**config.mk**
```make
export PLATFORM = sky130hd
export DESIGN_NAME = slipVoter
export DESIGN_NICKNAME = d
export VERILOG_FILES = /design/src/cdrPkg.sv /design/src/slipVoter.sv
export VERILOG_INCLUDE_DIRS = /design/src
export SDC_FILE = /design/constraint.sdc
export NUM_CORES = 1
export LEC_CHECK = 0
export BUFFER_PORTS_ARGS = -buffer_cell sky130_fd_sc_hd__buf_2
export CORE_AREA = 4 4 41 43
export DETAILED_ROUTE_END_ITERATION = 8
export DIE_AREA = 0 0 45 47
export GPL_ROUTABILITY_DRIVEN = 0
export PLACE_DENSITY = 0.77
export SLEW_MARGIN = 20
export SYNTH_ARGS = -nofsm -noshare
export SYNTH_HDL_FRONTEND = slang
export SYNTH_SLANG_ARGS = --single-unit
```
**constraint.sdc**
```tcl
create_clock -name clk -period 2.35 [get_ports clk]
set_input_delay 0.5875 -clock clk [delete_from_list [all_inputs] [get_ports clk]]
set_output_delay 0.5875 -clock clk [all_outputs]
set_load 0.01 [all_outputs]
```
**src/cdr_macros.svh**
```systemverilog
`ifndef CDR_MACROS_SVH
`define CDR_MACROS_SVH

// Datapath widths
`define CDR_CODE_WIDTH   8
`define CDR_NUM_CHANNELS 16
`define CDR_NUM_PIS      4
`define CDR_PI_WIDTH     9  // Interpolator code wraps modulo 512

// Error sum covers 16 terms of up to +/-256 each
`define CDR_PD_WIDTH     14
`define CDR_PD_SHIFT     4

// Votes needed in one direction before a phase step
`define CDR_SLIDE_WIDTH  7

`endif

```
**src/cdrPkg.sv**
```systemverilog
`include "cdr_macros.svh"

package cdrPkg;

    typedef logic signed [`CDR_CODE_WIDTH-1:0] code_t;

    // Channel 0 holds the oldest sample of the frame
    typedef struct packed {
        code_t [`CDR_NUM_CHANNELS-1:0] sample;
    } codeFrame_t;

    typedef logic signed [`CDR_PD_WIDTH-1:0] phaseErr_t;

    typedef struct packed {
        phaseErr_t err;
        logic      valid;
    } pdResult_t;

    // At most one of the two bits is set in any cycle
    typedef struct packed {
        logic early;
        logic late;
    } slipStep_t;

    typedef logic [`CDR_PI_WIDTH-1:0] piCode_t;

endpackage : cdrPkg

```
**src/slipVoter.sv**
```systemverilog
`include "cdr_macros.svh"

module slipVoter (
    input  wire logic              clk,
    input  wire logic              reset,
    input  wire cdrPkg::pdResult_t pd,
    output cdrPkg::slipStep_t      step
);

    localparam int CountWidth = $clog2(`CDR_SLIDE_WIDTH + 1) + 1;
    localparam logic signed [CountWidth-1:0] Threshold    = `CDR_SLIDE_WIDTH;
    localparam logic signed [CountWidth-1:0] NegThreshold = -`CDR_SLIDE_WIDTH;
    localparam logic signed [CountWidth-1:0] One          = 1;

    logic signed [CountWidth-1:0] count;
    logic signed [CountWidth-1:0] nextCount;
    logic                         errPos;
    logic                         errNeg;

    assign errNeg = pd.err[`CDR_PD_WIDTH-1];
    assign errPos = !errNeg && (pd.err != '0);

    always_comb begin
        nextCount = count;
        if (pd.valid && errPos) begin
            nextCount = count + One;
        end else if (pd.valid && errNeg) begin
            nextCount = count - One;
        end
    end

    always_ff @(posedge clk) begin
        if (reset) begin
            count <= '0;
            step  <= '0;
        end else begin
            step <= '0;  // Steps are single cycle pulses
            if (nextCount == Threshold) begin
                step.late <= 1'b1;
                count     <= '0;
            end else if (nextCount == NegThreshold) begin
                step.early <= 1'b1;
                count      <= '0;
            end else begin
                count <= nextCount;
            end
        end
    end

    assert property (@(posedge clk) disable iff (reset)
        (count < Threshold) && (count > NegThreshold))
        else $error("Vote count escaped the threshold window");

endmodule : slipVoter

```
======== Word level (Yosys, flattened, before mapping) ========
Cells that the tools add are included.
word-level totals
  latch bits .............................. 0
  output and inout port bits .............. 2
  memory bits (writable) .................. 0
  word-level logic and storage cells ...... 18
  input bits .............................. 17
  memories kept ........................... 0
  ROM bits ................................ 0
  register bits ........................... 6
cells by class
  div/mod/pow operators ................... 0
  $add $sub $neg .......................... 2
  $mul .................................... 0
  equality and inequality tests ........... 2
  bitwise operators ....................... 0
  multiplexer cells ....................... 4
  reductions and logical operators ........ 7
  order comparisons ....................... 0
  shift-type cells ........................ 0
operator list
  kind                                                                 number
  14-bit nonzero test                                                  1
  4-bit equality test (second input constant)                          2
  4-bit two-way mux                                                    2
  4-bit by 2-bit adder with 4-bit output (second input constant)       1
  4-bit by 2-bit subtractor with 4-bit output (second input constant)  1
  1-bit logical AND                                                    3
  3-bit OR reduction                                                   1
  1-bit two-way mux                                                    2
  2-bit OR reduction                                                   1
  1-bit logical NOT                                                    1

======== Depth between registers and ports, before layout ========
  depth in word-level cells ............... 6
  depth in mapped cells ................... 8

======== Worst setup path before layout ========
Ideal clock, no wire load.
  kind .................................... input to register
  start ................................... in pd[8] (netlist name)
  end ..................................... reg count[0]
  slack ................................... 0.419 ns
  stages on the path ...................... 6
  arrival time ............................ 1.816 ns
  required time ........................... 2.235 ns
  cell sequence ........................... nor4_2 > nand4_2 > mux2i_1 > a221oi_1 > nand3_1 > and3_1
between the ends
  cells in the longest elaborated chain, start to end .. 6
  elaborated cells between the ends (all ways) .. 7
  classes of those cells .................. eq/ne: 2; mux: 1; reduce/logical: 4
RTL lines
  item                                    line                              source
  start: declaration                      slipVoter.sv:6                    input wire cdrPkg::pdResult_t pd,
  14-bit nonzero test *                   slipVoter.sv:21                   assign errPos = !errNeg && (pd.err != '0);
  1-bit logical AND *                     slipVoter.sv:21
  1-bit logical AND *                     slipVoter.sv:25                   if (pd.valid && errPos) begin
  4-bit two-way mux *                     slipVoter.sv:25
  4-bit equality test (on tied branches)  slipVoter.sv:38, slipVoter.sv:41
  3-bit OR reduction (no line)            --
  end signal: assignment                  slipVoter.sv:45                   count <= nextCount;
  end: declaration                        slipVoter.sv:15                   logic signed [CountWidth-1:0] count;
Every way passes the cells marked *; elsewhere a longest branch is shown, timed or not.
A chain may end at the register's enable or synchronous reset.

======== Worst setup path in the final report ========
Ends and elaborated chain as after synthesis.

==> flow_metrics.tcl <==
set metrics [dict create \
    pwr-share-seq_pct 34.2 \
    worst_setup_path_start_kind "input port" \
    hold_buffers 0 \
    io_pins 19 \
    p_clk_share_pct 23.7 \
    synth-simple-area-share_pct 41.6 \
    cts_sinks 6 \
    clock_path_buffers 2 \
    rsz0062_at_grt "no" \
    die_y_um 47 \
    path_delay_family "simple AND/OR/NAND/NOR gates" \
    slowest_stage "a221oi_1" \
    min_path_type "input port to flip-flop" \
    final_common_cell "buf_2" \
    hold_viol 0 \
    antenna_found_initial 0 \
    drt_iter0_markers 18 \
    drv_slew 0 \
    synth_nets 85 \
    routed_via_density 5.48 \
    cts_resized 0 \
    start_util_pct 40.9 \
    num_rows 13 \
    finalClockSkew_ps 0.643 \
    yosysWarnings 0 \
    grt_pass1_wl_um 2050 \
    ys.flop_type "dfxtp_1" \
    core_um2 1300 \
    post_cts_buffers 0 \
    slew_headroom_pct 71.3 \
    overflow 0 \
    max_stage_delay_ps 360 \
    n_antenna_cell 0 \
    synth_cells 66 \
    fmax_ghz 0.511 \
    wirelength_um 1190 \
    async_reset_ff_share_pct 0 \
    cts_tree "done" \
    max-vdd-ir-drop_uv 264 \
    outcome "finished clean" \
    leakage_nw 0.280 \
    grt.total_usage_pct 13.1 \
    p_sw_share_pct 36.3 \
    clock_latency_ps 240 \
    setup_viol 0 \
    drc_errors 0 \
    die-area_um2 2120 \
    path_class "input port to flip-flop" \
    crit_path_end_kind "flip-flop" \
    whs_ps 593 \
    p_int_mw 0.245 \
    synth_compound_area_share_pct 19.8 \
    yosysSeqAreaShare_pct 22.6 \
    cp.arrival_ps 2090 \
    post-route-util_pct 51.0 \
    clk_pin_slew_ps 40 \
    grt_pass1_vias 502 \
    fin_crit_sh_pct 83.3 \
    drtPass1Iterations 4 \
    p_sw_mw 0.140 \
    ant_nets 0 \
    drv_cap 0 \
    final_cell_mix "buf_2, nand3_1, nor3_1, dfxtp_1, nor2_1" \
    ys_types 31 \
    syn_area_um2 532 \
    power_density_nw_per_um2 580 \
    die_w_um 45 \
    wl_per_cell_um 11.7 \
    numCtsBuffers 3 \
    path_max_fanout 6 \
    setup_tns_ps 0 \
    htree_levels 1 \
    layout-drive-gt1-share_pct 33.3 \
    path_buf_inv 1 \
    cts_root_buffer "clkbuf_4" \
    power_frac_comb_pct 42.1 \
    syn_area_per_cell_um2 8.06 \
    dp_hpwl_um 990 \
    ys_ff_latch 6 \
    grt_start_max_net_pins 10 \
    finalNetCount 108 \
    io_buffers 18 \
    syn_to_final_growth_pct 24.7 \
    tightestPinTransition_ps 426 \
    synth_xor_area_share_pct 6.59 \
    period_needed_ps 1960 \
    synth_edf_count 0 \
    synthAdderAreaFrac_pct 4.71 \
    crit_chain "buf_2 -> nor4_2 -> nand4_2 -> mux2i_1 -> a221oi_1 -> nand3_1 -> and3_1" \
    vias 559 \
    synthMuxAreaShare_pct 1.88 \
    synth_top_family_by_area "simple AND/OR/NAND/NOR gates" \
    worstPathRequired_ps 2480 \
]
==> cells in the mapped netlist, types with 2 or more instances <==
library cell / instances / area share, %
dfxtp_1: 6 / 23
o21ai_0: 2 / 1.9
ha_1: 2 / 4.7
xnor2_1: 4 / 6.6
nand3_1: 7 / 6.6
nor2b_1: 2 / 2.4
nor3_1: 6 / 5.6
nand2_1: 4 / 2.8
inv_1: 4 / 2.8
and3_1: 2 / 2.4
nor2_1: 5 / 3.5
a21oi_1: 3 / 2.8
==> worst reg2reg max path: cells and delay by family, from the launching register on <==
kind / cells / cell delay (ps)
AO/OA/AOI/OAI: 2 / 480
flip-flops: 1 / 430
AND/OR/NAND/NOR: 3 / 420
adder cells (fa/ha/maj): 1 / 240
buffers and inverters: 1 / 120
==> per-layer routing <==
layer / wire length, um / GRT usage (%) / vias up
met5: 0 / 0 / -
met4: 0 / 1.75 / 0
met3: 29 / 3.45 / 0
met2: 623 / 22.0 / 8
met1: 538 / 17.1 / 261
li1: - / - / 290
==> path summary, 6_finish.rpt <==
path                                           from             endpoint  slack (ps)  depth (start not counted)
worst min-delay path                          reset   step[1]$_SDFF_PP0_         590                          2
worst min register to register  count[0]$_SDFF_PP0_  count[2]$_SDFF_PP0_         690                          3
worst max-delay path                          pd[8]  count[0]$_SDFF_PP0_         390                          7
worst max register to register  count[0]$_SDFF_PP0_  count[0]$_SDFF_PP0_         550                          7
==> final cells by class <==
cell class                 count  area [um2]
sequential                     6         120
inverter                       4        15.0
clock buffer                   3        22.5
tap                           15        18.8
timing repair buffer          18        90.1
fill                         133         638
multi-input combinational     56         397
==> cells by family after synthesis <==
logic type,count (synthesis)
muxes,1
xor gates and xnor gates,4
AOI/OAI and AO/OA,14
DFF,6
buffers and inverters,4
and+or+nand+nor,35
adders and majority gates,2
==> power groups by stage <==
| stage | Sequential, mW | Clock, mW | Combinational [mW] |
|---|---|---|---|
| detailed placement | 0.133 | 0 | 0.161 |
| global route | 0.135 | 0.102 | 0.181 |
| floorplan | 0.130 | 0 | 0.120 |
| global placement | 0.133 | 0 | 0.158 |
| finish | 0.132 | 0.0911 | 0.162 |
| CTS | 0.131 | 0.0956 | 0.162 |
==> stage by stage <==
| stage | setup slack (ps) | std cells | total power [mW] | instance area [um2] |
|---|---|---|---|---|
| after global routing | 283 | 102 | 0.418 | 663 |
| after global placement | 205 | 99 | 0.291 | 641 |
| final | 393 | 102 | 0.385 | 663 |
| after floorplan | 419 | 66 | 0.250 | 532 |
| after CTS | 420 | 102 | 0.388 | 663 |
| after detailed placement | 168 | 99 | 0.294 | 641 |
==> state kept, by name, indices dropped and copies added, names as in the netlist <==
register / flops
count: 4
step: 2
(Power assumes the default switching activity.)
