==> src/cdr_macros.svh <==
`ifndef CDR_MACROS_SVH
`define CDR_MACROS_SVH

// Datapath widths
`define CDR_CODE_WIDTH   8
`define CDR_NUM_CHANNELS 16
`define CDR_NUM_PIS      4
`define CDR_PI_WIDTH     9  // Interpolator code wraps modulo 512

// Error sum covers 16 terms of up to +/-256 each
`define CDR_PD_WIDTH     14
`define CDR_PD_SHIFT     4

// Votes needed in one direction before a phase step
`define CDR_SLIDE_WIDTH  7

`endif

==> src/cdrPkg.sv <==
`include "cdr_macros.svh"

package cdrPkg;

    typedef logic signed [`CDR_CODE_WIDTH-1:0] code_t;

    // Channel 0 holds the oldest sample of the frame
    typedef struct packed {
        code_t [`CDR_NUM_CHANNELS-1:0] sample;
    } codeFrame_t;

    typedef logic signed [`CDR_PD_WIDTH-1:0] phaseErr_t;

    typedef struct packed {
        phaseErr_t err;
        logic      valid;
    } pdResult_t;

    // At most one of the two bits is set in any cycle
    typedef struct packed {
        logic early;
        logic late;
    } slipStep_t;

    typedef logic [`CDR_PI_WIDTH-1:0] piCode_t;

endpackage : cdrPkg

==> src/codeHistory.sv <==
`include "cdr_macros.svh"

module codeHistory (
    input  wire logic               clk,
    input  wire logic               reset,
    input  wire cdrPkg::codeFrame_t codes,
    input  wire logic               codesValid,
    output cdrPkg::codeFrame_t      curFrame,
    output cdrPkg::codeFrame_t      prevFrame,
    output logic                    histValid
);

    // Two frame deep shift register, advanced only by the strobe
    always_ff @(posedge clk) begin
        if (reset) begin
            curFrame  <= '0;
            prevFrame <= '0;
            histValid <= 1'b0;
        end else begin
            histValid <= codesValid;  // One pulse per accepted frame
            if (codesValid) begin
                prevFrame <= curFrame;
                curFrame  <= codes;
            end
        end
    end

endmodule : codeHistory

==> config.mk <==
export PLATFORM = sky130hd
export DESIGN_NAME = codeHistory
export DESIGN_NICKNAME = d
export VERILOG_FILES = /design/src/cdrPkg.sv /design/src/codeHistory.sv
export VERILOG_INCLUDE_DIRS = /design/src
export SDC_FILE = /design/constraint.sdc
export NUM_CORES = 1
export LEC_CHECK = 0
export BUFFER_PORTS_ARGS = -buffer_cell sky130_fd_sc_hd__buf_2
export CAP_MARGIN = 20
export CORE_MARGIN = 1.5
export CORE_UTILIZATION = 43
export CTS_CLUSTER_SIZE = 14
export DETAILED_ROUTE_END_ITERATION = 10
export PLACE_DENSITY = 0.83
export SKIP_LAST_GASP = 1
export SLEW_MARGIN = 20
export SYNTH_ARGS = -nofsm -noshare
export SYNTH_HDL_FRONTEND = slang
export SYNTH_SLANG_ARGS = --single-unit
==> constraint.sdc <==
create_clock -name clk -period 0.9 [get_ports clk]
set_input_delay 0.135 -clock clk [delete_from_list [all_inputs] [get_ports clk]]
set_output_delay 0.135 -clock clk [all_outputs]
set_load 0.01 [all_outputs]
# Word-level counts from Yosys, hierarchy flattened
# Index checks and enable logic that the tools add are counted.
# Widths: inputs -> output; s select.
[classes] n_eq_ne=0 reduce_logical=0 div=0 n_shift=0 add_sub_neg=0 muxes=0 bitwise=0 n_lt_le_gt_ge=0 n_mul=0
[word_totals] register_bits=257 in_bits=131 latch_bits=0 mem_count=0 word_cells=33 romBits=0 output_inout_bits=257 mem_bits_rw=0

# Depth between registers and ports, before layout
# Gate-level depths: netlist (run 1).
[depth] word_depth=0 mapped_depth=5 mapped_depth_nobuf=2

# Worst setup path before layout (run 1)
# No wires, ideal clock.
[synth_timing] kind="input to register" startpoint="input port codesValid" endpoint="register curFrame[36] (netlist name)" cell_stages=5 setup_slack_ns=-0.024 n_path_buf=3 arrival_ns=0.796 required_ns=0.772 setup_time_ns=0.128 cell_sequence="buf_4 > buf_12 > buf_8 > mux2i_1 > nor2_1"
[synth_rtl] item="start: declaration" line_no="codeHistory.sv:7" text="input wire logic codesValid,"
[synth_rtl] item="end signal: assignment" line_no="codeHistory.sv:23" text="curFrame <= codes;"
[synth_rtl] item="end: declaration" line_no="codeHistory.sv:8" text="output cdrPkg::codeFrame_t curFrame,"

# Worst setup path in the final report (run 1)
[layout_timing] startpoint="register curFrame[63] (netlist name)" endpoint="output port curFrame[63] (netlist name)"
# No word-level cell between the ends.

==> flow_summary_export.csv, run 1 <==
group,metric,value,unit
run_status,status,"complete, but fails checks",
run_status,violations,"setup timing",
place,post-dp-hpwl,16500,µm
routing,routed_wl,41400,µm
timing,whs,0.112,ns
setup_path,worstSetupEndpointType,"primary output",
hold_path,hold_path_end,"prevFrame[67]$_SDFFE_PP0P_",
pwr,powerDensity,1710,mW/mm²
place,pre_cts_ws,-0.135,ns
synth,syn_inst,828,
synth,ys_warn_count,0,
synth,synth.cell_area,0.00922,mm²
setup_path,critical_path_class,"register to primary output",
clock_tree,cts_made_buffers,27,
setup_path,cp-start-kind,"register",
clock_tree,cts_sinks,257,
floorplanning,die-area,0.0223,mm²
timing,tightest_slew,0.455,ns
clock_tree,cts_tree,"done",
global_routing,first_global_vias,10400,
routing,via_count,9586,
timing,timing.final.crit_share,1.29,
timing,fin_ws,-0.257,ns
floorplanning,std_cell_rows,53,
clock_tree,htreeDepth,1,
routing,via_per_inst,5.23,
routing,drc,0,
routing,dr.pass1.iters,4,
setup_path,cp_cell_sequence,"buf_6",
setup_path,arrival,1.02,ns
setup_path,crit_slowest_cell,"dfxtp_4",
global_routing,overflow,0,
floorplanning,die_x,149,µm
clock_tree,clk_latency,0.53,ns
timing,finalHoldViolations,0,
timing,rsz0062_at_grt,"yes",
timing,fin_skew,0.0181,ns
setup_path,r2r_end,"curFrame[64]$_SDFFE_PP0P_",
timing,slew_viol_final,0,
global_routing,grt_pass1_wl,56500,µm
routing,final_antenna_net_count,0,
setup_path,critical-path-top-delay-family,"flip-flops",
floorplanning,initial_core_util,0.439,
setup_path,cp_slowest_stage_delay,0.37,ns
setup_path,worstPathRequired,0.76,ns
synth,ys_types,10,
global_routing,gr-usage-all-layers,0.328,
pwr,p_leak,8.50,nW
synth,synth_area_per_cell,11.1,µm²
synth,yosysSeqAreaShare,0.558,
synth,ys_ff_latch,257,
timing,setup_viol,277,
clock_tree,cts.path.max_buffers,3,
setup_path,reg2reg_depth,3,
routing,wl_per_cell,22.6,µm
job,maxCapViolations,0,
global_routing,grt_max_degree,55,
clock_tree,root_buffer,"clkbuf_16",
setup_path,r2r_setup_slack,-0.17,ns
synth,synth_fp_nets,959,
place,gp_congestion,0.803,
floorplanning,pin_count,388,
timing,finalSetupTns,-55.11,ns
hold_path,hold_path.class,"input port to register",
timing,max_freq,0.864,GHz
global_routing,antenna_found_initial,1,
hold_path,min_delay_path_depth,4,
routing,drt_iter0_drc,414,
setup_path,crit_buf_inv,1,
timing,relSlewSlack,0.688,
pwr,irDropWorstVdd,1.48,mV
finish,syn_to_final_growth,86.2,%
setup_path,crit_path_max_fanout,2,
timing,fin_crit,1.16,ns
clock_tree,path_clk_slew,0.07,ns
floorplanning,coreArea,0.0210,mm²
floorplanning,die_h,149,µm
setup_path,crit-reg2reg-launch,"curFrame[64]$_SDFFE_PP0P_",
finish,layout-drive-gt1-share,0.594,
finish,n_fill_cell,922,
hold_path,hold_start,"codesValid",
finish,nets,1668,
place,io_buffers,387,
-- sequential cells by signal (all words and copies together), names as in the netlist --
signal and flops:
curFrame 128, prevFrame 128, histValid 1
-- repair_timing --
action,in CTS,in global routing
gates resized for setup,522,34
pin swaps,0,15
setup buffers,140,53
endpoints found under the setup margin,257,417
gates cloned,0,4
hold buffers,129,0
hold endpoints to repair,133,0
-- Yosys cell counts --
cell	instances	area, µm²
buf_8	24	360
dfxtp_1	257	5140
nor2_1	256	961
buf_4	3	22.5
buf_12	2	40.0
buf_2	14	70.1
mux2i_1	256	2560
clkbuf_1	12	45.0
buf_1	3	11.3
nor2b_1	1	6.26
-- cell usage in the layout, fill, tap and decap left out --
master            n
buf_12           10
buf_8             1
mux2i_4           1
dlygate4sd3_1   128
inv_6             2
buf_6           262
mux2i_2           8
dfxtp_2         246
clkbuf_1          1
clkbuf_16        31
buf_16            4
bufinv_16         3
mux2i_1         247
dlymetal6s4s_1    1
clkinv_4          1
diode_2           1
nor2b_1           1
nor2_2            1
clkinvlp_4        1
buf_4           200
nor2_1          255
clkbuf_8          8
dfxtp_4          11
clkinv_2          7
buf_2           128
-- through the flow --
step	power [W]	cells	util	cell area, µm²
4_1_cts	0.0285	1791	0.792	16700
5_1_grt	0.0302	1834	0.817	17200
6_report	0.0294	1834	0.817	17200
3_5_place_dp	0.0153	1472	0.544	11400
3_3_place_gp	0.0152	1472	0.544	11400
2_1_floorplan	0.0141	828	-	9230
-- report_power, final --
part           leakage [nW]  internal (W)  total [W]  switching (W)
Sequential             2.21        0.0120     0.0125       0.000497
Combinational          5.82       0.00286    0.00504        0.00218
Clock                 0.475       0.00704     0.0119        0.00485
Total                  8.50        0.0219     0.0294        0.00753
-- metal layers --
metal	routed length, µm	GRT usage	part of all wire	vias to the layer above
met5	0	0	0	-
met4	3270	0.257	0.079	0
met3	3020	0.0707	0.073	258
met2	21400	0.603	0.52	628
met1	13700	0.317	0.33	4542
li1	-	-	-	4158
-- worst reg2reg max path: stages (launching register included) --
cell	delay, ns
dfxtp_2	0.33
buf_4	0.15
mux2i_1	0.36
nor2_1	0.10
-- worst max-delay path by stage --
stage | endpoint | start | cells past startpoint | slack, ns
after floorplan | curFrame[36]$_SDFFE_PP0P_ | codesValid | 5 | 0.01
after global placement | prevFrame[87]$_SDFFE_PP0P_ | codesValid | 5 | -0.07
after detailed placement | prevFrame[86]$_SDFFE_PP0P_ | codesValid | 5 | -0.13
after CTS | curFrame[63] | curFrame[63]$_SDFFE_PP0P_ | 1 | -0.27
after global routing | prevFrame[57]$_SDFFE_PP0P_ | curFrame[57]$_SDFFE_PP0P_ | 3 | -0.32
final | curFrame[63] | curFrame[63]$_SDFFE_PP0P_ | 1 | -0.26
-- area by class of cell --
class,count,area [µm²],share of cell area
Timing Repair Buffer,738,6810,0.397
Sequential cell,257,5490,0.320
Multi-Input combinational cell,513,3570,0.208
Clock buffer,36,790,0.0460
Tap cell,275,344,0.0200
Clock inverter,14,159,0.00925
Antenna cell,1,2.50,0.000146
-- cells by family after synthesis --
logic type             count (synthesis)  synth area share
muxes                                256             0.278
buffers and inverters                 58            0.0595
DFF                                  257             0.558
and+or+nand+nor                      257             0.105
Note: power is estimated with default switching activity, not from simulation.
==> run 2, diff against run 1 <==
REMOVE_ABC_BUFFERS = 1   (was default)
==> run 2 against run 1 <==
The run still ends with setup timing left. Clock power decreased by 13%. Largest cell class unchanged. Global-route usage increased by 0.32 points. Largest power group unchanged. Critical path type unchanged. Final cell count about the same.
==> flow_summary_export.csv, run 2 (synthesized netlist as in run 1, its figures left out) <==
group,metric,value,unit
clock_tree,htreeDepth,1,
run_status,status,"complete, but fails checks",
routing,wl_per_cell,23.6,µm
pwr,p_leak,8.40,nW
timing,rsz0062_at_grt,"yes",
timing,relSlewSlack,0.751,
setup_path,reg2reg_depth,4,
finish,syn_to_final_growth,85.1,%
place,io_buffers,387,
place,post-dp-hpwl,16100,µm
routing,dr.pass1.iters,5,
floorplanning,coreArea,0.0210,mm²
timing,fin_skew,0.00896,ns
floorplanning,die_h,149,µm
floorplanning,pin_count,388,
timing,finalHoldViolations,0,
routing,final_antenna_net_count,0,
run_status,violations,"setup timing",
clock_tree,cts_made_buffers,26,
timing,setup_viol,271,
setup_path,cp-start-kind,"register",
clock_tree,clk_latency,0.52,ns
timing,slew_viol_final,0,
hold_path,hold_path.class,"input port to register",
routing,drc,0,
finish,final_cells,1833,
clock_tree,cts_tree,"done",
timing,whs,0.122,ns
global_routing,grt_max_degree,44,
clock_tree,root_buffer,"clkbuf_16",
setup_path,worst-path-stages,1,
setup_path,critical_path_class,"register to primary output",
finish,layout-drive-gt1-share,0.589,
setup_path,cp_slowest_stage_delay,0.36,ns
clock_tree,cts_sinks,257,
routing,routed_wl,43200,µm
setup_path,crit_slowest_cell,"dfxtp_2",
global_routing,gr-usage-all-layers,0.331,
routing,drt_iter0_drc,388,
pwr,powerDensity,1640,mW/mm²
floorplanning,initial_core_util,0.439,
setup_path,cp_cell_sequence,"buf_6",
global_routing,grtUsageMet2,0.611,
global_routing,antenna_found_initial,3,
pwr,irDropWorstVdd,1.57,mV
finish,mostFrequentLayoutCells,"buf_6 (264), nor2_1 (255), dfxtp_2 (250)",
setup_path,worstSetupEndpointType,"primary output",
floorplanning,std_cell_rows,53,
setup_path,worstPathRequired,0.76,ns
global_routing,grt-busiest-layer,"met2",
place,gp_congestion,0.836,
setup_path,r2r_end,"prevFrame[29]$_SDFFE_PP0P_",
timing,fin_ws,-0.246,ns
finish,final_core_util,0.812,
global_routing,overflow,0,
setup_path,crit_start,"curFrame[68]$_SDFFE_PP0P_",
clock_tree,path_clk_slew,0.06,ns
timing,fin_crit,1.15,ns
setup_path,worstSetupEndpoint,"curFrame[68]",
setup_path,critical-path-top-delay-family,"flip-flops",
global_routing,use_met1,0.315,
finish,final_common_cell,"buf_6",
routing,via_per_inst,5.41,
timing,max_freq,0.873,GHz
global_routing,grt_pass1_wl,57200,µm
clock_tree,cts.path.max_buffers,3,
global_routing,first_global_vias,10500,
routing,via_count,9921,
global_routing,grt_use_met3,0.0692,
timing,timing.final.crit_share,1.27,
finish,nets,1669,
finish,reg_top3,"curFrame (128), prevFrame (128), histValid (1)",
setup_path,r2r_setup_slack,-0.12,ns
place,dpl.cell_count,1479,
setup_path,crit-reg2reg-launch,"curFrame[29]$_SDFFE_PP0P_",
floorplanning,die-area,0.0223,mm²
pwr,fin_total_pwr,0.0281,W
job,maxCapViolations,0,
setup_path,arrival,1.01,ns
place,placed_area,0.0115,mm²
timing,tightest_slew,0.374,ns
setup_path,crit_path_max_fanout,3,
finish,fin_area,0.0171,mm²
floorplanning,die_x,149,µm
setup_path,crit_buf_inv,1,
run 2: cell types whose count changed in the layout (fill, tap and decap cells not counted), moves of 3 or more:
cell       change
clkbuf_8       -4
mux2i_1        -6
mux2i_4        +7
dfxtp_2        +4
clkbuf_1      +11
bufinv_16      -3
clkinv_2       -5
dfxtp_4        -4
run 2: what timing repair did:
| action | CTS | global route |
|---|---|---|
| endpoints found under the hold margin | 132 | 0 |
| pin swaps | 0 | 21 |
| setup buffers | 123 | 72 |
| gates resized for setup | 515 | 46 |
| gates cloned | 0 | 2 |
| hold buffers | 130 | 0 |
| setup endpoints to repair | 257 | 453 |
run 2: power by group:
group | internal [W] | leakage (nW) | switching, W
Clock | 0.00585 | 0.384 | 0.00455
Sequential | 0.0120 | 2.21 | 0.000500
Combinational | 0.00287 | 5.80 | 0.00227
run 2: cell type report:
cell class              count  area, µm²
repair buffers            740       6790
flip-flops and latches    257       5480
fillers                   957       3950
multi-input cells         513       3660
clock buffers              43        776
well taps                 275        344
clock inverters             3       17.5
diodes                      2       5.00
run 2: layer usage:
| layer | wire [µm] | share of wire |
|---|---|---|
| met1 | 13800 | 0.32 |
| met2 | 21800 | 0.50 |
| met3 | 3450 | 0.080 |
| met4 | 4180 | 0.097 |
| met5 | 0 | 0 |
run 2: worst min-delay path, stage by stage:
cell,delay [ns]
buf_8,0.09
buf_12,0.17
mux2i_1,0.10
nor2_1,0.08
run 2: per-stage QoR:
stage	setup slack, ns	TNS (ns)
finish	-0.246	-52.80
floorplan	0.292	0
detailed placement	-0.126	-19.07
global placement	-0.0894	-14.39
CTS	-0.246	-54.37
global route	-0.267	-59.09
run 2: worst min-delay path by stage:
| stage | cells past startpoint | slack (ns) | endpoint | startpoint |
|---|---|---|---|---|
| after detailed placement | 3 | 0.38 | curFrame[34]$_SDFFE_PP0P_ | codes[34] |
| after CTS | 4 | 0.08 | prevFrame[24]$_SDFFE_PP0P_ | codesValid |
| after global routing | 4 | 0.12 | curFrame[57]$_SDFFE_PP0P_ | codesValid |
| final | 4 | 0.12 | prevFrame[32]$_SDFFE_PP0P_ | codesValid |
| after global placement | 3 | 0.37 | curFrame[69]$_SDFFE_PP0P_ | codes[69] |
| after floorplan | 1 | 0.21 | histValid$_SDFF_PP0_ | reset |
