[src/cdr_macros.svh]
`ifndef CDR_MACROS_SVH
`define CDR_MACROS_SVH

// Datapath widths
`define CDR_CODE_WIDTH   8
`define CDR_NUM_CHANNELS 16
`define CDR_NUM_PIS      4
`define CDR_PI_WIDTH     9  // Interpolator code wraps modulo 512

// Error sum covers 16 terms of up to +/-256 each
`define CDR_PD_WIDTH     14
`define CDR_PD_SHIFT     4

// Votes needed in one direction before a phase step
`define CDR_SLIDE_WIDTH  7

`endif

[src/cdrPkg.sv]
`include "cdr_macros.svh"

package cdrPkg;

    typedef logic signed [`CDR_CODE_WIDTH-1:0] code_t;

    // Channel 0 holds the oldest sample of the frame
    typedef struct packed {
        code_t [`CDR_NUM_CHANNELS-1:0] sample;
    } codeFrame_t;

    typedef logic signed [`CDR_PD_WIDTH-1:0] phaseErr_t;

    typedef struct packed {
        phaseErr_t err;
        logic      valid;
    } pdResult_t;

    // At most one of the two bits is set in any cycle
    typedef struct packed {
        logic early;
        logic late;
    } slipStep_t;

    typedef logic [`CDR_PI_WIDTH-1:0] piCode_t;

endpackage : cdrPkg

[src/phaseIntegrator.sv]
`include "cdr_macros.svh"

module phaseIntegrator (
    input  wire logic              clk,
    input  wire logic              reset,
    input  wire cdrPkg::slipStep_t step,
    output cdrPkg::piCode_t        piCtl [`CDR_NUM_PIS-1:0]
);

    // Even spacing of the interpolators around the phase circle
    localparam int Spacing = (1 << `CDR_PI_WIDTH) / `CDR_NUM_PIS;

    cdrPkg::piCode_t phaseAcc;

    // Natural wrap of the 9 bit register gives modulo 512
    always_ff @(posedge clk) begin
        if (reset) begin
            phaseAcc <= '0;
        end else if (step.late) begin
            phaseAcc <= phaseAcc + 1'b1;
        end else if (step.early) begin
            phaseAcc <= phaseAcc - 1'b1;
        end
    end

    for (genvar i = 0; i < `CDR_NUM_PIS; i++) begin : gPiOut
        assign piCtl[i] = phaseAcc + cdrPkg::piCode_t'(i * Spacing);  // Wraps as well
    end

    // Late has priority in the accumulator and would hide a simultaneous early step
    assert property (@(posedge clk) disable iff (reset) !(step.early && step.late))
        else $error("early and late arrived together");

endmodule : phaseIntegrator

[config.mk]
export PLATFORM = sky130hd
export DESIGN_NAME = phaseIntegrator
export DESIGN_NICKNAME = d
export VERILOG_FILES = /design/src/cdrPkg.sv /design/src/phaseIntegrator.sv
export VERILOG_INCLUDE_DIRS = /design/src
export SDC_FILE = /design/constraint.sdc
export NUM_CORES = 1
export LEC_CHECK = 0
export BUFFER_PORTS_ARGS = -buffer_cell sky130_fd_sc_hd__clkbuf_2
export CAP_MARGIN = 5
export CORE_MARGIN = 1.5
export CORE_UTILIZATION = 50
export DETAILED_ROUTE_END_ITERATION = 10
export PLACE_DENSITY = 0.84
export SKIP_LAST_GASP = 1
export SLEW_MARGIN = 15
export SYNTH_ARGS = -nofsm -noshare
export SYNTH_HDL_FRONTEND = slang
export SYNTH_SLANG_ARGS = --single-unit
[constraint.sdc]
create_clock -name clk -period 3.5 [get_ports clk]
set_input_delay 0.35 -clock clk [delete_from_list [all_inputs] [get_ports clk]]
set_output_delay 0.35 -clock clk [all_outputs]
set_load 0.02 [all_outputs]
**Word level (Yosys, flattened, before mapping)**

Index checks and enable logic that the tools add are counted.
W data, S select, Z words.

- Add/subtract/negate cells: 5
- Muxes and demuxes: 2
- Reduce and logical (&&, ||, !) cells: 1

Operators with widths:

| operator | count |
|---|---|
| $add A9 B9 Y9 const B | 2 |
| $mux W9 | 2 |
| $add A9 B1 Y9 const B | 1 |
| $add A9 B8 Y9 const B | 1 |
| $sub A9 B1 Y9 const B | 1 |
| $reduce_bool A2 Y1 | 1 |

- Flip-flop bits (word level): 9
- Input port bits: 4

**Depth between registers and ports, before layout**

Gate-level depths: netlist (run 1).

- Depth after elaboration: 3
- Gate-level depth with buffers: 6
- Depth with buffers taken out: 6

**Worst setup path after synthesis (run 1)**

No wires, ideal clock.

- Kind: reg-to-reg
- Start: register phaseAcc[0]
- End: register phaseAcc[6]
- Library setup time: 79 ps
- Arrival: 1755 ps
- Required time: 3421 ps
- Setup slack: 1666 ps
- Stages on the path, launching flop included: 7
- Buffers on the path: 0
- Path through: dfxtp_1 inv_1 fa_1 or2b_1 a21o_1 a211o_1 o211ai_1

- Longest elaborated chain between the ends: 3
- Elaborated cells between the ends (all ways): 4
- Classes of those cells: add/sub: 2; mux: 2

Ends and longest elaborated chain:

| what | RTL line | RTL |
|---|---|---|
| from (decl) | phaseIntegrator.sv:13 | `cdrPkg::piCode_t phaseAcc;` |
| from (signal assigned) | phaseIntegrator.sv:20 | `phaseAcc <= phaseAcc + 1'b1;` |
| from (signal assigned) | phaseIntegrator.sv:22 | `phaseAcc <= phaseAcc - 1'b1;` |
| $sub A9 B1 Y9 | phaseIntegrator.sv:22 |  |
| $mux W9 | phaseIntegrator.sv:21 | `end else if (step.early) begin` |
| $mux W9 * | phaseIntegrator.sv:19 | `end else if (step.late) begin` |

Mark *: on every way between the ends. The rest lies on a longest branch, timed or not. The select of a mux whose other input is x is not followed.
A chain may end at the register's enable or synchronous reset.

**Worst setup path after layout (run 1)**

Ends and elaborated chain as after synthesis.

==> flow_summary.yaml, run 1 <==
route:
  detail_route.drc_violations: 0
  detail_route.iter0.violations: 25
  detailroute.via_count: 809
  m1WireLength_um: 832
  drt_pass1_iterations: 4
  met3RoutedLength_um: 80
  post_drt_via_cell_ratio: 5.12
  routed_wirelength_mm: 1.79
  top_layer: "met4"
  drtAntennaViolNets: 0
  post_drt_wl_per_cell_um: 11.3
  met2WireLength_um: 812
synth:
  syn-mean-instance-area_um2: 7.68
  synth_nets: 129
  yosys.cell_types.count: 32
  synth_cells: 117
  post-synth-top-count-cell: "buf_4"
  fraction_of_synthesized_cell_area_taken_by_the_top_area_cell_type: 0.201
  mapped_cell_area_um2: 898
  synthArstFlopShare: 0
  synth-seq-area-share: 0.201
  synth_top_cell_by_area: "dfxtp_1"
  synth_edf_count: 0
  ys_seq_elements: 9
  number_of_warnings_reported_in_the_yosys_synthesis_log: 0
  post_synth_top_flop: "dfxtp_1"
  synth_common_cells: "23 x buf_4, 9 x a21oi_1, 9 x dfxtp_1"
  synth_area_leaders: "dfxtp_1 20%, buf_4 19%, ha_1 9.7%"
clock_network:
  cts_max_level: 1
  cts-root-to-sink-buffers: 2
  clockRootBuffer: "clkbuf_4"
  tritoncts: "done"
  cts-buffers-inserted: 3
  cts_resized: 0
  cts_sinks: 9
  cts.repair_timing.setup_buffer_count: 0
  cts_hold_buf: 0
  clkLatencyLatePin_ns: 0.28
  clock_pin_slew_on_the_worst_setup_and_hold_paths_ns: 0.07
critical_path:
  cp_top_family: "compound AO/OA/AOI/OAI gates"
  end_of_the_worst_register_to_register_path: "phaseAcc[6]"
  critPathSlowestCell: "fa_1"
  cp-startpoint: "phaseAcc[0]"
  worstRegToRegCells: 6
  required_ns: 3.70
  critical_path.cell_chain: "inv_1 -> fa_1 -> or2b_1 -> a21o_1 -> a211o_1 -> o211ai_1"
  critPathLaunchType: "flop"
  critical_path_peak_fanout: 6
  critPathArrivalTime_ns: 2.03
  timing.critical_path.depth: 6
  rr_startpoint: "phaseAcc[0]"
  crit_buf_inv: 1
  critical_path_class: "reg -> reg"
  endpoint: "phaseAcc[6]"
  rrSetupSlack_ns: 1.66
  slowest_delay_ns: 0.44
  worst_setup_path_end_kind: "flop"
floorplan:
  design.core.area_mm2: 0.00171
  floorplan.rows: 15
  floorplan.initialDensity: 0.526
  design.die.area_mm2: 0.00206
  die_height_um: 45.4
  die_x_um: 45.4
  top_level_ports: 40
placement:
  hpwl_mm: 1.33
  dpl.cell_count: 154
  place_area_um2: 935
  routabilityCongestion: 0.811
  io_buffers: 39
power:
  powerDensity_mw_per_mm2: 624
  largest_voltage_drop_on_the_vdd_net_mv: 0.266
  cellLeakagePower_nw: 0.464
  finalPower_uw: 600
layout:
  reg.largest.list: "phaseAcc: 9 flops"
  final_cell_area_um2: 962
  fin_cells: 158
  largest_reg_flops: 9
  layout-drive-gt1-share: 0.338
  nNetsFinal: 146
  registers.top_by_ff_count: "phaseAcc"
  n_antenna_cell: 0
  syn2layout_area_growth_pct: 7.10
sta:
  final_report_max_slew_violation_count: 0
  slew_headroom: 0.522
  max_clock_freq_mhz: 545
  hold-worst-slack_ns: 0.451
  rsz0062_at_grt: "false"
  finalHoldViolCount: 0
  fin_crit_ns: 1.84
  fin_setup_tns_ns: 0
  fin_worst_skew_ns: 0.0102
  setup_viol_count_final: 0
  fin_crit_sh: 0.524
  worst_slew_pin_slew_ns: 0.715
grt:
  via_count_of_the_first_global_routing_pass: 651
  grt_pass1_wl_mm: 2.79
  antenna_found_initial: 0
  global_route.overflow_total: 0
  groute.usage.overall: 0.191
  largest_net_degree_at_the_start_of_global_routing: 19
worst_hold_path:
  hp-class: "in -> reg"
  hold_path_depth: 2
run_status:
  result_of_the_run: "complete, no violations"
job:
  maxCapViolations: 0
## where the power goes
group          switching, mW  internal, mW
clock                 0.0455        0.0425
combinational          0.232         0.127
sequential            0.0295         0.124
total                  0.307         0.293
## metal layers
metal | up-vias | GRT usage
li1 | 420 | -
met1 | 350 | 0.225
met2 | 32 | 0.301
met3 | 7 | 0.0357
met4 | 0 | 0.147
met5 | - | 0
## logic make-up after synthesis
| logic type | synth area share |
|---|---|
| simple gates | 0.224 |
| flops | 0.201 |
| compound gates | 0.199 |
| buf+inv | 0.237 |
| xor+xnor | 0.0195 |
| fa+ha+maj | 0.120 |
## per-stage QoR
| stage | worst slack [ns] | utilization |
|---|---|---|
| after floorplan | 1.67 | - |
| after global placement | 1.55 | 0.547 |
| after detailed placement | 1.49 | 0.547 |
| after CTS | 1.67 | 0.563 |
| after global routing | 1.58 | 0.563 |
| final | 1.66 | 0.563 |
## area by class of cell
cell class              instances  area [µm²]
fillers                       158         746
multi-input cells              75         505
repair buffers                 39         195
flip-flops and latches          9         180
well taps                      25        31.3
clock buffers                   3        22.5
inverters                       6        22.5
clock inverters                 1        5.00
## placed cells by master, fill, tap and decap left out, types with 2 or more instances in the layout
cell type / count
or2_2: 2
clkbuf_2: 39
nor3_1: 4
nor2_1: 7
o211ai_1: 2
o21ai_0: 5
xnor2_1: 2
nand3b_1: 6
nand2_1: 6
a21o_1: 2
ha_1: 7
dfxtp_1: 9
nand3_1: 3
inv_1: 6
a21oi_1: 9
clkbuf_4: 3
a211oi_1: 4
or3_1: 3
a211o_1: 2
## worst min-delay path by stage
stage	startpoint	to	slack (ns)
3_5_place_dp	phaseAcc[3]	phaseAcc[3]	0.52
2_1_floorplan	phaseAcc[3]	phaseAcc[3]	0.58
5_1_grt	reset	phaseAcc[1]	0.49
4_1_cts	reset	phaseAcc[1]	0.46
3_3_place_gp	phaseAcc[3]	phaseAcc[3]	0.50
6_report	reset	phaseAcc[2]	0.45
(Power assumes the default switching activity.)
==> run 2, diff against run 1 <==
--- a/config.mk
+++ b/config.mk
@@ -9,9 +9,9 @@
 export BUFFER_PORTS_ARGS = -buffer_cell sky130_fd_sc_hd__clkbuf_2
 export CAP_MARGIN = 5
 export CORE_MARGIN = 1.5
-export CORE_UTILIZATION = 50
+export CORE_UTILIZATION = 42
 export DETAILED_ROUTE_END_ITERATION = 10
-export PLACE_DENSITY = 0.84
+export PLACE_DENSITY = 0.75
 export SKIP_LAST_GASP = 1
 export SLEW_MARGIN = 15
 export SYNTH_ARGS = -nofsm -noshare
==> constraint.sdc (replaced) <==
create_clock -name clk -period 1.5 [get_ports clk]
set_input_delay 0.15 -clock clk [delete_from_list [all_inputs] [get_ports clk]]
set_output_delay 0.15 -clock clk [all_outputs]
set_load 0.02 [all_outputs]
==> run 2 against run 1 <==
The run now ends with negative setup slack left. Wire length up 37%. Register-to-register slack worse by 1.8 ns. Die area up 18%. Non-clock buffer count up 23. First-iteration DRC count up 4.0%. Sequential power up 120%. Clock power up 140%. Final cell count up 16%. Worst hold slack worse by 0.28 ns. Count of clock-buffer cells in the layout up 1. Sequential cell count unchanged. Setup slack worse by 1.8 ns. Critical path type unchanged. Largest cell class unchanged.
==> flow_summary.yaml, run 2 (synthesized netlist as in run 1, its figures left out) <==
floorplan:
  top_level_ports: 40
  design.die.area_mm2: 0.00243
  die_x_um: 49.3
  floorplan.initialDensity: 0.453
  floorplan.rows: 16
  design.core.area_mm2: 0.00198
  die_height_um: 49.3
critical_path:
  critPathLaunchType: "flop"
  worstRegToRegCells: 6
  required_ns: 1.71
  critical_path_peak_fanout: 3
  critical_path.cell_chain: "inv_1 -> fa_2 -> or2b_1 -> a21o_1 -> a211o_1 -> o211ai_1"
  worst_setup_path_end_kind: "flop"
  critPathArrivalTime_ns: 1.85
  critical_path_class: "reg -> reg"
  slowest_delay_ns: 0.37
  critPathSlowestCell: "dfxtp_4"
clock_network:
  cts-root-to-sink-buffers: 2
  cts_sinks: 9
  cts-buffers-inserted: 3
  cts_max_level: 1
  clkLatencyLatePin_ns: 0.28
  clock_pin_slew_on_the_worst_setup_and_hold_paths_ns: 0.07
  clockRootBuffer: "clkbuf_4"
  tritoncts: "done"
  cts_hold_buf: 0
sta:
  final_report_max_slew_violation_count: 0
  fin_ws_ns: -0.141
  setup_viol_count_final: 3
  fin_setup_tns_ns: -0.214
  finalHoldViolCount: 0
  fin_crit_sh: 1.09
  rsz0062_at_grt: "true"
  slew_headroom: 0.734
  fin_worst_skew_ns: 0.000345
  worst_slew_pin_slew_ns: 0.395
  fin_crit_ns: 1.64
  max_clock_freq_mhz: 609
layout:
  reg.largest.list: "phaseAcc: 9 flops"
  syn2layout_area_growth_pct: 41.1
  largest_reg_flops: 9
  fin_cells: 183
  nNetsFinal: 169
  n_antenna_cell: 0
  fillers: 186
  layout-drive-gt1-share: 0.551
  registers.top_by_ff_count: "phaseAcc"
  final_cell_area_mm2: 0.00127
  most-common-layout-cells: "38 x clkbuf_2, 20 x buf_4, 7 x nor2_1, 7 x a21oi_1"
  layout_commonest_cell: "clkbuf_2"
power:
  clock_power_share: 0.127
  comb_power_share: 0.666
  powerDensity_mw_per_mm2: 1310
  cellLeakagePower_nw: 0.573
  finalPower_mw: 1.66
  internal_power_uw: 852
  seq_power_share: 0.207
  largest_voltage_drop_on_the_vdd_net_mv: 0.875
  net-switching-power_uw: 812
  swShare: 0.488
grt:
  grt_pass1_wl_mm: 3.79
  groute.usage.overall: 0.202
  antenna_found_initial: 0
  largest_net_degree_at_the_start_of_global_routing: 12
  via_count_of_the_first_global_routing_pass: 833
  global_route.overflow_total: 0
run_status:
  violated_checks: "negative setup slack"
  result_of_the_run: "complete, but fails checks"
route:
  detail_route.iter0.violations: 26
  detailroute.via_count: 954
  drt_pass1_iterations: 4
  drtAntennaViolNets: 0
  post_drt_via_cell_ratio: 5.21
  routed_wirelength_mm: 2.45
  detail_route.drc_violations: 0
  post_drt_wl_per_cell_um: 13.4
placement:
  place_worst_setup_slack_ns: -0.202
  routabilityCongestion: 0.853
  place_area_mm2: 0.00110
  dpl.cell_count: 174
  hpwl_mm: 1.67
  io_buffers: 39
worst_hold_path:
  hp-class: "in -> reg"
  hold_path_depth: 2
job:
  maxCapViolations: 0
## run 2: cell count changes in the layout (fill, tap and decap cells not counted), sizes merged
cell      change
buf          +24
clkinv        -1
clkinvlp      +1
inv           -1
## run 2: critical path, delay by kind of cell, from the launching register on
family,cells,cell delay (ns)
AOI/OAI and AO/OA,3,0.56
DFF,1,0.37
adders and majority gates,1,0.33
and+or+nand+nor,1,0.26
buffers and inverters,1,0.05
## run 2: metrics by stage
| step | utilization | hold WS (ns) |
|---|---|---|
| 6_report | 0.640 | 0.171 |
| 5_1_grt | 0.640 | 0.210 |
| 4_1_cts | 0.594 | 0.162 |
| 3_5_place_dp | 0.556 | 0.456 |
| 3_3_place_gp | 0.556 | 0.451 |
| 2_1_floorplan | - | 0.388 |
## run 2: area by class of cell
class                      count  area, µm²  share of cell area
multi-input combinational     75        607               0.479
timing repair buffer          62        379               0.299
sequential                     9        193               0.152
tap                           27       33.8              0.0267
inverter                       6       28.8              0.0227
clock buffer                   4       26.3              0.0207
## run 2: timing repair
item,4_1_cts,5_1_grt
resized for setup,7,15
buffers inserted,2,3
setup endpoints to repair,4,6
pin swaps,2,3
## run 2: power groups by stage
| stage | logic (mW) | clock network, mW | registers [mW] |
|---|---|---|---|
| 2_1_floorplan | 0.693 | 0 | 0.424 |
| 3_3_place_gp | 0.980 | 0 | 0.337 |
| 3_5_place_dp | 0.995 | 0 | 0.341 |
| 4_1_cts | 1.04 | 0.214 | 0.339 |
| 5_1_grt | 1.19 | 0.227 | 0.351 |
| 6_report | 1.11 | 0.211 | 0.344 |
## run 2: routing by layer
layer / share of wire / vias to the layer above / global-route usage
met4: 0.026 / 0 / 0.0857
met2: 0.49 / 40 / 0.351
met1: 0.43 / 441 / 0.245
li1: - / 465 / -
met5: 0 / - / 0
met3: 0.049 / 8 / 0.0276
## run 2: worst paths after layout
check	from	end	slack, ns
setup / recovery	phaseAcc[1]	phaseAcc[6]	-0.14
hold / removal	reset	phaseAcc[0]	0.17
setup reg to reg	phaseAcc[1]	phaseAcc[6]	-0.14
hold reg to reg	phaseAcc[3]	phaseAcc[3]	0.60
